[config.mk]
export PLATFORM = sky130hd
export DESIGN_NAME = snes_host_bridge
export DESIGN_NICKNAME = d
export VERILOG_FILES = /design/src/design/snes_host_pkg.sv /design/src/design/cart_header_detect.sv /design/src/design/wram_clear.sv /design/src/design/backup_sector_seq.sv /design/src/design/audio_sat_mix.sv /design/src/design/snes_host_bridge.sv
export SDC_FILE = /design/constraint.sdc
export NUM_CORES = 1
export LEC_CHECK = 0
export ABC_AREA = 1
export ABC_CLOCK_PERIOD_IN_PS = 3300
export BUFFER_PORTS_ARGS = -buffer_cell sky130_fd_sc_hd__buf_4
export CAP_MARGIN = 20
export CORE_ASPECT_RATIO = 1.2
export CORE_UTILIZATION = 52
export CTS_CLUSTER_SIZE = 8
export DETAILED_ROUTE_END_ITERATION = 10
export GPL_ROUTABILITY_DRIVEN = 1
export GPL_TIMING_DRIVEN = 0
export PLACE_DENSITY = 0.85
export SYNTH_ARGS = -nofsm -noshare
export SYNTH_HDL_FRONTEND = slang
export SYNTH_HIERARCHICAL = 1
export SYNTH_SLANG_ARGS = --single-unit
[constraint.sdc]
create_clock -name clk_sys -period 3.3 [get_ports clk_sys]
set_clock_uncertainty 0.2 [all_clocks]
set_input_delay 0.165 -clock clk_sys [delete_from_list [all_inputs] [get_ports clk_sys]]
set_output_delay 0.165 -clock clk_sys [all_outputs]
set_load 0.05 [all_outputs]
[src/design/snes_host_pkg.sv]
// Shared header-decode types, fill patterns, audio sample type and cartridge constants
package snes_host_pkg;

	// ==========================================================
	// Selectors driven from the host menu
	// ==========================================================
	typedef enum logic [2:0] {
		HDR_AUTO    = 3'd0,
		HDR_NONE    = 3'd1,
		HDR_LOROM   = 3'd2,
		HDR_HIROM   = 3'd3,
		HDR_EXHIROM = 3'd4
	} rom_header_e;

	// Bit 1 of a fixed selection gives PAL
	typedef enum logic [1:0] {
		REG_AUTO    = 2'd0,
		REG_NTSC    = 2'd1,
		REG_PAL     = 2'd2,
		REG_PAL_ALT = 2'd3
	} region_e;

	typedef enum logic [1:0] {
		FILL_9966 = 2'd0,
		FILL_00FF = 2'd1,
		FILL_55   = 2'd2,
		FILL_FF   = 2'd3
	} fill_pattern_e;

	typedef logic [23:0]        mask_t;
	typedef logic signed [15:0] sample_t;

	// ==========================================================
	// Cartridge image layout
	// ==========================================================
	localparam logic [5:0] CART_INDEX          = 6'd0;
	localparam int         COPIER_HEADER_BYTES = 512;

	// ROM size word of each mapping with the RAM size in the next word
	localparam logic [23:0] LOROM_INFO   = 24'h007FD6;
	localparam logic [23:0] HIROM_INFO   = 24'h00FFD6;
	localparam logic [23:0] EXHIROM_INFO = 24'h40FFD6;

	localparam int SECTOR_BYTES_LOG2 = 9;
	localparam int LBA_BITS          = 15;

endpackage

[src/design/cart_header_detect.sv]
// Cartridge header detector deriving ROM type, ROM and save-RAM masks and video region
`timescale 1ns/10ps

module cart_header_detect (
	input  logic                       clk_sys,
	input  logic                       RESET,
	input  logic                       cart_download,
	input  logic                       ioctl_wr,
	input  logic [24:0]                ioctl_addr,
	input  logic [15:0]                ioctl_dout,
	input  snes_host_pkg::rom_header_e header_mode,
	input  snes_host_pkg::region_e     region_mode,
	output logic [7:0]                 rom_type,
	output snes_host_pkg::mask_t       rom_mask,
	output snes_host_pkg::mask_t       ram_mask,
	output logic                       pal
);

	logic [3:0]  rom_size;
	logic [3:0]  ram_size;
	logic        rom_region;
	logic        mapped;
	logic [24:0] info_addr;

	// Info word location for a forced mapping including the copier header
	always_comb begin
		mapped    = 1'b1;
		info_addr = '0;
		case (header_mode)
			snes_host_pkg::HDR_LOROM:   info_addr = {1'b0, snes_host_pkg::LOROM_INFO};
			snes_host_pkg::HDR_HIROM:   info_addr = {1'b0, snes_host_pkg::HIROM_INFO};
			snes_host_pkg::HDR_EXHIROM: info_addr = {1'b0, snes_host_pkg::EXHIROM_INFO};
			default:                    mapped = 1'b0;
		endcase
		info_addr = info_addr + 25'(snes_host_pkg::COPIER_HEADER_BYTES);
	end

	always_ff @(posedge clk_sys) begin
		if (RESET) begin
			rom_size   <= 4'hC;
			ram_size   <= 4'h0;
			rom_type   <= 8'd0;
			rom_region <= 1'b0;
			pal        <= 1'b0;
		end else if (cart_download) begin
			if (ioctl_wr) begin
				if (ioctl_addr == 25'd0) begin
					rom_size <= 4'hC;
					ram_size <= 4'h0;
					// Auto mode trusts the size byte in front of the image
					if (header_mode == snes_host_pkg::HDR_AUTO && ioctl_dout[7:0] != 8'd0) begin
						ram_size <= ioctl_dout[7:4];
						rom_size <= ioctl_dout[3:0];
					end
					case (header_mode)
						snes_host_pkg::HDR_NONE:    rom_type <= 8'd0;
						snes_host_pkg::HDR_LOROM:   rom_type <= 8'd0;
						snes_host_pkg::HDR_HIROM:   rom_type <= 8'd1;
						snes_host_pkg::HDR_EXHIROM: rom_type <= 8'd2;
						default:                    rom_type <= ioctl_dout[15:8];
					endcase
				end
				if (ioctl_addr == 25'd2) begin
					rom_region <= ioctl_dout[8];
				end
				if (mapped && ioctl_addr == info_addr) begin
					rom_size <= ioctl_dout[11:8];
				end
				if (mapped && ioctl_addr == info_addr + 25'd2) begin
					ram_size <= ioctl_dout[3:0];
				end
			end
		end else begin
			pal <= (region_mode == snes_host_pkg::REG_AUTO) ? rom_region : region_mode[1];
		end
	end

	// Size code N means 1 KiB << N
	assign rom_mask = (snes_host_pkg::mask_t'(1024) << rom_size) - 24'd1;
	assign ram_mask = (ram_size != 4'd0) ? (snes_host_pkg::mask_t'(1024) << ram_size) - 24'd1 :
		24'd0;

endmodule

[src/design/wram_clear.sv]
// Work-RAM clear sweeping every address with a power-on pattern after a cartridge download
`timescale 1ns/10ps

module wram_clear #(
	parameter int FILL_ADDR_BITS = 17
) (
	input  logic                         clk_sys,
	input  logic                         RESET,
	input  logic                         cart_download,
	input  snes_host_pkg::fill_pattern_e pattern,
	output logic                         fill_wr,
	output logic [FILL_ADDR_BITS-1:0]    fill_addr,
	output logic [7:0]                   fill_data
);

	logic old_download;
	logic clearing;

	always_ff @(posedge clk_sys) begin
		if (RESET) begin
			old_download <= 1'b0;
			clearing     <= 1'b0;
			fill_addr    <= '0;
		end else begin
			old_download <= cart_download;
			if (!old_download && cart_download) begin
				clearing <= 1'b1;
			end
			// Sweep ends once the last address is written
			if (&fill_addr) begin
				clearing <= 1'b0;
			end
			if (clearing) begin
				fill_addr <= fill_addr + 1'b1;
			end else begin
				fill_addr <= '0;
			end
		end
	end

	assign fill_wr = clearing;

	always_comb begin
		case (pattern)
			snes_host_pkg::FILL_9966: fill_data = (fill_addr[8] ^ fill_addr[2]) ? 8'h66 : 8'h99;
			snes_host_pkg::FILL_00FF: fill_data = (fill_addr[9] ^ fill_addr[0]) ? 8'hFF : 8'h00;
			snes_host_pkg::FILL_55:   fill_data = 8'h55;
			default:                  fill_data = 8'hFF;
		endcase
	end

endmodule

[src/design/backup_sector_seq.sv]
// Backup-RAM sequencer moving save RAM to and from the SD image one sector at a time
`timescale 1ns/10ps

module backup_sector_seq (
	input  logic                                clk_sys,
	input  logic                                RESET,
	input  logic                                cart_download,
	input  logic                                img_mounted,
	input  logic                                img_readonly,
	input  snes_host_pkg::mask_t                ram_mask,
	input  logic                                bk_load,
	input  logic                                bk_save,
	input  logic                                sd_ack,
	output logic                                bk_enabled,
	output logic                                bk_busy,
	output logic                                bk_loading,
	output logic                                sd_rd,
	output logic                                sd_wr,
	output logic [snes_host_pkg::LBA_BITS-1:0]  sd_lba
);

	logic                               old_download;
	logic                               old_load;
	logic                               old_save;
	logic                               old_ack;
	logic                               load_edge;
	logic                               save_edge;
	logic [snes_host_pkg::LBA_BITS-1:0] last_lba;

	// Sector count follows the save-RAM size
	assign last_lba  = ram_mask[23:snes_host_pkg::SECTOR_BYTES_LOG2];
	assign load_edge = bk_load && bk_enabled && !old_load;
	assign save_edge = bk_save && bk_enabled && !old_save;

	// ==========================================================
	// Backup enable
	// ==========================================================
	always_ff @(posedge clk_sys) begin
		if (RESET) begin
			old_download <= 1'b0;
			bk_enabled   <= 1'b0;
		end else begin
			old_download <= cart_download;
			if (!old_download && cart_download) begin
				bk_enabled <= 1'b0;
			end
			// Save image arrives while the cartridge is loading
			if (cart_download && img_mounted && !img_readonly) begin
				bk_enabled <= |ram_mask;
			end
		end
	end

	// ==========================================================
	// Sector requests
	// ==========================================================
	always_ff @(posedge clk_sys) begin
		if (RESET) begin
			old_load   <= 1'b0;
			old_save   <= 1'b0;
			old_ack    <= 1'b0;
			bk_busy    <= 1'b0;
			bk_loading <= 1'b0;
			sd_rd      <= 1'b0;
			sd_wr      <= 1'b0;
			sd_lba     <= '0;
		end else begin
			old_load <= bk_load && bk_enabled;
			old_save <= bk_save && bk_enabled;
			old_ack  <= sd_ack;

			// Host took the request
			if (!old_ack && sd_ack) begin
				sd_rd <= 1'b0;
				sd_wr <= 1'b0;
			end

			if (!bk_busy) begin
				if (load_edge || save_edge) begin
					bk_busy    <= 1'b1;
					bk_loading <= load_edge;
					sd_lba     <= '0;
					sd_rd      <= load_edge;
					sd_wr      <= !load_edge;
				end
			end else if (old_ack && !sd_ack) begin
				if (sd_lba >= last_lba) begin
					bk_busy    <= 1'b0;
					bk_loading <= 1'b0;
				end else begin
					sd_lba <= sd_lba + 1'b1;
					sd_rd  <= bk_loading;
					sd_wr  <= !bk_loading;
				end
			end
		end
	end

endmodule

[src/design/audio_sat_mix.sv]
// Signed audio mixer adding two samples with saturation into a registered output
`timescale 1ns/10ps

module audio_sat_mix (
	input  logic                   clk_sys,
	input  logic                   RESET,
	input  snes_host_pkg::sample_t core_sample,
	input  snes_host_pkg::sample_t ext_sample,
	output snes_host_pkg::sample_t mix_sample
);

	logic signed [16:0]     sum;
	snes_host_pkg::sample_t clamped;

	always_comb begin
		sum = {core_sample[15], core_sample} + {ext_sample[15], ext_sample};
		// Top two bits disagree on overflow and bit 16 keeps the true sign
		if (sum[16] ^ sum[15]) begin
			clamped = {sum[16], {15{sum[15]}}};
		end else begin
			clamped = sum[15:0];
		end
	end

	always_ff @(posedge clk_sys) begin
		if (RESET) begin
			mix_sample <= '0;
		end else begin
			mix_sample <= clamped;
		end
	end

endmodule

[src/design/snes_host_bridge.sv]
// Cartridge-side support top level joining header detect, WRAM clear, backup and audio mix
`timescale 1ns/10ps

module snes_host_bridge #(
	parameter int FILL_ADDR_BITS = 17
) (
	input  logic                               clk_sys,
	input  logic                               RESET,
	// Download stream
	input  logic                               ioctl_download,
	input  logic [5:0]                         ioctl_index,
	input  logic                               ioctl_wr,
	input  logic [24:0]                        ioctl_addr,
	input  logic [15:0]                        ioctl_dout,
	// Menu selections
	input  snes_host_pkg::rom_header_e         header_mode,
	input  snes_host_pkg::region_e             region_mode,
	input  snes_host_pkg::fill_pattern_e       pattern,
	// SD image
	input  logic                               img_mounted,
	input  logic                               img_readonly,
	input  logic                               bk_load,
	input  logic                               bk_save,
	input  logic                               sd_ack,
	// Audio sources
	input  snes_host_pkg::sample_t             core_audio_l,
	input  snes_host_pkg::sample_t             core_audio_r,
	input  snes_host_pkg::sample_t             msu_audio_l,
	input  snes_host_pkg::sample_t             msu_audio_r,
	output logic [7:0]                         rom_type,
	output snes_host_pkg::mask_t               rom_mask,
	output snes_host_pkg::mask_t               ram_mask,
	output logic                               pal,
	output logic                               fill_wr,
	output logic [FILL_ADDR_BITS-1:0]          fill_addr,
	output logic [7:0]                         fill_data,
	output logic                               bk_enabled,
	output logic                               bk_busy,
	output logic                               bk_loading,
	output logic                               sd_rd,
	output logic                               sd_wr,
	output logic [snes_host_pkg::LBA_BITS-1:0] sd_lba,
	output snes_host_pkg::sample_t             audio_l,
	output snes_host_pkg::sample_t             audio_r
);

	logic cart_download;

	assign cart_download = ioctl_download && (ioctl_index == snes_host_pkg::CART_INDEX);

	// ==========================================================
	// Cartridge handling
	// ==========================================================
	cart_header_detect u_header (
		.clk_sys(clk_sys), .RESET(RESET), .cart_download(cart_download),
		.ioctl_wr(ioctl_wr), .ioctl_addr(ioctl_addr), .ioctl_dout(ioctl_dout),
		.header_mode(header_mode), .region_mode(region_mode),
		.rom_type(rom_type), .rom_mask(rom_mask), .ram_mask(ram_mask), .pal(pal)
	);

	wram_clear #(.FILL_ADDR_BITS(FILL_ADDR_BITS)) u_wram_clear (
		.clk_sys(clk_sys), .RESET(RESET), .cart_download(cart_download),
		.pattern(pattern),
		.fill_wr(fill_wr), .fill_addr(fill_addr), .fill_data(fill_data)
	);

	// Save-RAM size from the header sets the sector count
	backup_sector_seq u_backup (
		.clk_sys(clk_sys), .RESET(RESET), .cart_download(cart_download),
		.img_mounted(img_mounted), .img_readonly(img_readonly), .ram_mask(ram_mask),
		.bk_load(bk_load), .bk_save(bk_save), .sd_ack(sd_ack),
		.bk_enabled(bk_enabled), .bk_busy(bk_busy), .bk_loading(bk_loading),
		.sd_rd(sd_rd), .sd_wr(sd_wr), .sd_lba(sd_lba)
	);

	// ==========================================================
	// Audio mixing of core and MSU streams per channel
	// ==========================================================
	audio_sat_mix u_mix_l (
		.clk_sys(clk_sys), .RESET(RESET),
		.core_sample(core_audio_l), .ext_sample(msu_audio_l), .mix_sample(audio_l)
	);

	audio_sat_mix u_mix_r (
		.clk_sys(clk_sys), .RESET(RESET),
		.core_sample(core_audio_r), .ext_sample(msu_audio_r), .mix_sample(audio_r)
	);

endmodule

==> impl_results.md, run 1 <==
* Via Count at 9071
* Element type at the critical path start: flop
* Clock latency at the later pin of the worst-skew pair at approximately 0.34 ns
* Vias in the first global route at between 8000 and 9000
* Final Total Pwr at 3.722 mW
* Die height at between 100 and 150 µm
* Port bufs at approximately 250
* DR pass1 iterations at 5
* Outcome: finished, final reports clean
* DRC at 0
* Worst path max stage delay at about 0.36 ns
* Worst endpoint data arrival time at around 3.2 ns
* Synth Register Bits at a little over 90
* FF/Latch Area at about 1900 µm²
* Clock power frac at 0.284
* Mapped Cells at 1302
* Max clock buf depth at 2
* Worst hold path class: in2reg
* Core Util, Final at 0.7292
* CP required at around 3.3 ns
* CTS Root Cell: clkbuf_16
* Core footprint at approximately 15000 µm²
* Comb pwr share at 0.384
* GRT Total Usage at 0.2822
* Clk sinks at between 90 and 100
* Post-synth top area share at 0.2300
* CTS tree: done
* Final hold vios at 0
* Rel. slew slack at 0.6322
* Fin worst setup slack at 0.1598 ns
* Yosys warns at 6
* Initial DRC Count at ~510
* Standard-cell rows at 49
* Period utilization at 0.9516
* Int Pwr at ~2.3 mW
* Initial antenna violation count at 1
* CTS buffer count at 9
* VDD IR max at between 200 and 300 µV
* Crit Path Category: reg2reg
* Fillcell total at 1290
* CP cell instances: nor2_2 > bufinv_8 > nor2_4 > inv_2 > ha_4 > inv_2 > a21oi_2 > inv_2 > nor2_4 > o21ai_2 > a21oi_4 > inv_2 > ha_4 > nand2_1 > nor2_1 > nand2_1 > nor2_1 > nor2_2 > nand3_4 > nor2_1 > nand3_1 > nand2_1 > a21oi_1
* Total congestion overflow at 0
* Synth cell types at 47
* Synthesis-to-layout area growth at 35.86%
* Worst setup EP type: flop
* Htree depth at 3
* Psw at roughly 1.4 mW
* Most used cell, CP: inv_2
* Post-DP HPWL at about 18000 µm
* Largest net degree at the start of global routing at 18
* Tmin final at about 3.1 ns
* Multi-input gate area at ~5200 µm²
* # nets final at 1785
* Maximum operating frequency at 0.3184 GHz
* Final setup vio count at 0
* Final max-slew violation count at 0
* MaxCap Viol Count at 0
* Leak at around 5.7 nW
* Yosys top cell by area: dfxtp_1
* CP max FO at 5
* Clock-pin slew on the worst setup and hold paths at 0.06 ns
* Critical Path Slowest Stage Cell: dfxtp_4
* Register share of total power at 0.332
* Share of post-route cells with drive strength above 1 at 0.2773
* Wirelength per Cell at about 13 µm
* First-pass GRT wire length at between 30000 and 40000 µm
* Die outline area at between 15000 and 20000 µm²
* I/O pin cnt at between 200 and 300
* Avg Inst Size Synth at 6.218 µm²
* Sw Share at 0.3801
* Sequential fraction of the synthesis area at 0.2300
* Initial core utilization at 0.5368
* Die Wd at about 120 µm
* GP Congestion at around 0.88
* Post-Place Worst Slack at -0.1294 ns
* Post-route ant nets at 0
* Synth top area cells: dfxtp_1 23%, nand2_1 14%, inv_1 11%
* Worst-margin pin slew at 0.5496 ns
* Via density at approximately 5
* Pwr Density at between 300 and 400 nW/µm²
* WL final at about 23000 µm
* Synthesized cell area at a little over 8000 µm²
[final timing paths]
path | start | end | slack [ns] | depth (start not counted)
setup reg to reg | u_header/ram_size[3] | u_backup/sd_lba[8] | 0.16 | 23
hold reg to reg | u_header/rom_type[0] | u_header/rom_type[0] | 0.25 | 2
setup / recovery | u_header/ram_size[3] | u_backup/sd_lba[8] | 0.16 | 23
hold / removal | ioctl_index[5] | u_wram_clear/old_download | 0.02 | 6
[per-stage QoR]
| stage | setup TNS, ns | hold WS (ns) | area [µm²] | instances |
|---|---|---|---|---|
| after floorplan | -0.7923 | 0.04347 | 8275 | 1311 |
| after global placement | -0.7193 | 0.2058 | 10420 | 1766 |
| after detailed placement | -1.011 | 0.2167 | 10420 | 1766 |
| after CTS | 0 | 0.001376 | 10920 | 1802 |
| after global routing | -0.008874 | 0.03603 | 11000 | 1810 |
| final | 0 | 0.01584 | 11000 | 1810 |
[worst max-delay path: cells and delay by family (launching register included)]
kind | cells | cell delay, ns
buf+inv | 5 | 0.51
flops | 1 | 0.36
simple gates | 12 | 1.27
compound gates | 4 | 0.31
fa+ha+maj | 2 | 0.37
[cell usage after synthesis (all sizes together)]
cell      n
and2      3
xor2      9
nand4    33
or2       7
nand2   344
nand3    98
nand3b    8
inv     245
a31oi     2
fa        2
conb      1
o211ai    1
nor2    172
buf      31
nor3     26
dfxtp    93
o221ai    1
o21ai    40
ha       56
clkinv    2
nor3b     2
clkbuf    9
a21oi    99
o31a      1
o21bai    1
o21a      1
a211oi    3
nor4      9
xnor2     3
[state kept, by name, summed over array words and instances, names as in the netlist, 4 cells and up]
name / count
u_wram_clear/fill_addr: 17
u_mix_r/mix_sample: 16
u_backup/sd_lba: 15
u_mix_l/mix_sample: 16
u_header/rom_size: 4
u_header/rom_type: 8
u_header/ram_size: 4
[cell families (layout without fill, tap and decap cells)]
family | count (synthesis) | count (layout) | share of synthesized area
xor+xnor | 12 | 12 | 0.01298
simple gates | 702 | 702 | 0.4049
fa+ha+maj | 58 | 58 | 0.09150
buf+inv | 287 | 581 | 0.1473
other cells | 1 | 11 | 0.0004632
flops | 93 | 93 | 0.2300
compound gates | 149 | 149 | 0.1128
[layer usage]
metal  share of wire  global-route usage
met1            0.40              0.3248
met2            0.52              0.5154
met3           0.055             0.04065
met4           0.028              0.1073
met5               0                   0
[area by class of cell]
type	count	area share
tap	204	0.02321
multi-input combinational	931	0.4747
antenna	1	0.0002275
inverter	247	0.08589
buffer	40	0.02412
clock buffer	9	0.02048
sequential	93	0.1701
timing repair buffer	278	0.1939
clock inverter	7	0.007395
[timing repair]
action                                  4_1_cts  5_1_grt
buffers inserted                              2        6
pin swaps                                     2        4
endpoints found under the hold margin        13        0
hold buffers                                 18        0
cloned                                        0        1
endpoints found under the setup margin       13       16
resized for setup                             2        7
[power groups by stage]
stage	clock network [mW]	logic (mW)	registers, mW
6_report	1.06	1.43	1.24
3_3_place_gp	0	1.39	1.26
2_1_floorplan	0	0.672	1.56
4_1_cts	1.08	1.43	1.24
5_1_grt	1.12	1.54	1.24
3_5_place_dp	0	1.41	1.26
[layout by cell type (no fill, tap or decap), types with 6 or more instances in the layout]
cell / netlist / final
nor2_1: 155 / 146
nor2_2: 12 / 18
nand3b_1: 8 / 8
buf_4: 23 / 283
conb_1: 1 / 10
clkbuf_16: 0 / 9
inv_1: 235 / 227
dlygate4sd3_1: 0 / 18
nand3_1: 88 / 88
o21ai_1: 10 / 11
inv_2: 10 / 16
nand2_1: 312 / 311
xor2_1: 9 / 9
nand4_1: 29 / 29
ha_1: 56 / 53
nand2_2: 26 / 27
nand3_2: 7 / 6
a21oi_4: 5 / 7
clkbuf_1: 9 / 9
a21oi_2: 23 / 24
dfxtp_1: 93 / 90
o21ai_0: 30 / 27
nor4_1: 9 / 8
a21oi_1: 71 / 68
nand2_4: 6 / 6
nor3_1: 26 / 25
(Power assumes the default switching activity.)
==> run 2, diff against run 1 <==
--- a/config.mk
+++ b/config.mk
@@ -6,11 +6,12 @@
 export NUM_CORES = 1
 export LEC_CHECK = 0
 export ABC_AREA = 1
-export ABC_CLOCK_PERIOD_IN_PS = 3300
+export ABC_CLOCK_PERIOD_IN_PS = 2960
 export BUFFER_PORTS_ARGS = -buffer_cell sky130_fd_sc_hd__buf_4
 export CAP_MARGIN = 20
 export CORE_ASPECT_RATIO = 1.2
 export CORE_UTILIZATION = 52
+export CTS_BUF_LIST = sky130_fd_sc_hd__clkbuf_4 sky130_fd_sc_hd__clkbuf_8
 export CTS_CLUSTER_SIZE = 8
 export DETAILED_ROUTE_END_ITERATION = 10
 export GPL_ROUTABILITY_DRIVEN = 1
==> constraint.sdc (replaced) <==
create_clock -name clk_sys -period 2.96 [get_ports clk_sys]
set_clock_uncertainty 0.2 [all_clocks]
set_input_delay 0.148 -clock clk_sys [delete_from_list [all_inputs] [get_ports clk_sys]]
set_output_delay 0.148 -clock clk_sys [all_outputs]
set_load 0.05 [all_outputs]
==> impl_results.md, run 2 (same netlist as run 1, synthesis figures left out) <==
* Final setup vio count at 4
* GRT Total Usage at 0.2940
* CP max FO at 5
* Tmin final at 2.987 ns
* Share of post-route cells with drive strength above 1 at 0.2975
* Leak at just under 6 nW
* Worst-margin pin slew at 0.5863 ns
* Via Count at roughly 9300
* DR pass1 iterations at 6
* Initial antenna violation count at 1
* Fillcell total at approximately 1300
* Clk sinks at between 90 and 100
* Rel. slew slack at 0.6077
* First-pass GRT wire length at 38500 µm
* # nets final at roughly 1800
* Initial DRC Count at ~580
* Via density at roughly 5.1
* Setup_tns at -0.07715 ns
* Final max-slew violation count at 0
* Most used cell, CP: inv_2
* Die Wd at about 120 µm
* Element type at the critical path start: flop
* Standard-cell rows at 49
* CTS buffer count at 9
* WL final at 24020 µm
* Core footprint at between 15000 and 20000 µm²
* Most frequent cells in the layout: 296 x nand2_1, 290 x buf_4, 225 x inv_1
* Failing checks: negative setup slack
* VDD IR max at about 210 µV
* Maximum operating frequency at about 0.33 GHz
* Die outline area at ~16000 µm²
* Die height at around 140 µm
* Clock latency at the later pin of the worst-skew pair at around 0.37 ns
* Worst path max stage delay at ~0.40 ns
* DRC at 0
* Worst endpoint data arrival time at a little over 3 ns
* I/O pin cnt at between 200 and 300
* Multi-input gate area at between 5000 and 6000 µm²
* MaxCap Viol Count at 0
* Wirelength per Cell at 13.11 µm
* Placed inst area at roughly 10000 µm²
* Post-route ant nets at 0
* Final std cells w/o fill at between 1500 and 2000
* Synthesis-to-layout area growth at 38.69%
* Fin worst setup slack at -0.02689 ns
* Placed cells at 1766
* Worst setup EP type: flop
* Most common cell after layout, fill and taps aside: nand2_1
* CTS Root Cell: clkbuf_8
* Worst hold path class: in2reg
* Max clock buf depth at 2
* CP cell instances: nor2_4 > inv_2 > nor2_4 > inv_2 > ha_4 > inv_2 > a21oi_2 > inv_2 > nor2_4 > o21ai_2 > a21oi_4 > inv_2 > ha_4 > nand2_2 > nor2_4 > and2_4 > nand2_8 > nand3_4 > nand2_4 > nand3_4 > buf_6 > nand2_4 > nand2_2 > nor2_1
* Critical Path Slowest Stage Cell: dfxtp_4
* GP Congestion at ~0.9
* FF/Latch Area at ~1900 µm²
* Largest net degree at the start of global routing at 16
* Reg-to-reg slack, setup at -0.03 ns
* Post-DP HPWL at between 15000 and 20000 µm
* Port bufs at around 250
* Total congestion overflow at 0
* Top Registers: u_wram_clear/fill_addr: 17 flops, u_mix_l/mix_sample: 16 flops, u_mix_r/mix_sample: 16 flops
* Core Util, Final at 0.7444
* Outcome: finished with violations
* Clock-pin slew on the worst setup and hold paths at about 0.090 ns
* CTS tree: done
* Crit Path Category: reg2reg
* Max reg flops at 17
* Htree depth at 3
* Period utilization at 1.009
* Unrepaired setup endpoints after global routing: yes
* Pwr Density at ~340 nW/µm²
* Vias in the first global route at around 8600
* Initial core utilization at 0.5368
* Most flops, register: u_wram_clear/fill_addr
* CP required at 3.03 ns
* Post-Place Worst Slack at -0.4211 ns
* Final hold vios at 0
* Final instance area at approximately 11000 µm²
-- run 2: metrics by stage --
step | total power [mW] | hold slack (ns)
2_1_floorplan | 2.493 | 0.02647
3_3_place_gp | 2.950 | 0.1886
3_5_place_dp | 2.970 | 0.1996
4_1_cts | 3.844 | 0.003932
5_1_grt | 4.040 | 0.04515
6_report | 3.834 | 0.01816
-- run 2: metal layers --
metal / vias up / GRT usage / share of wire / wire [µm]
li1: 4733 / - / - / -
met1: 4123 / 0.3364 / 0.40 / 9490
met2: 358 / 0.5194 / 0.51 / 12190
met3: 78 / 0.04283 / 0.056 / 1345
met4: 0 / 0.1532 / 0.041 / 991
met5: - / 0 / 0 / 0
-- run 2: area by class of cell --
type,count,area share
Inverter,247,0.08358
Antenna cell,1,0.0002229
Buffer,40,0.02363
Clock inverter,5,0.005349
Tap cell,204,0.02273
Sequential cell,93,0.1672
Multi-Input combinational cell,931,0.4765
Timing Repair Buffer,301,0.2091
Clock buffer,10,0.01170
-- run 2: final timing paths --
check,start,end,cells after the start
setup / recovery,u_header/ram_size[0],u_backup/sd_lba[14],24
hold / removal,ioctl_dout[8],u_header/rom_type[0],5
setup reg to reg,u_header/ram_size[0],u_backup/sd_lba[14],24
hold reg to reg,u_header/rom_type[7],u_header/rom_type[7],2
-- run 2: critical path, delay by kind of cell, from the launching register on --
family                     cells  cell delay, ns
DFF                            1            0.40
and+or+nand+nor               13            1.10
AOI/OAI and AO/OA              3            0.34
buffers and inverters          6            0.43
adders and majority gates      2            0.41
-- run 2: power breakdown --
part	internal (mW)	switching [mW]	leakage, nW
combinational	0.569	1.04	4.96
clock	0.400	0.450	0.0966
sequential	1.34	0.0320	0.761
-- run 2: repair_timing --
action | in CTS | in global routing
gates resized for setup | 16 | 38
endpoints found under the hold margin | 20 | 0
cloned | 1 | 0
hold buffers | 32 | 0
endpoints found under the setup margin | 19 | 20
pin swaps | 10 | 19
setup buffers | 9 | 8
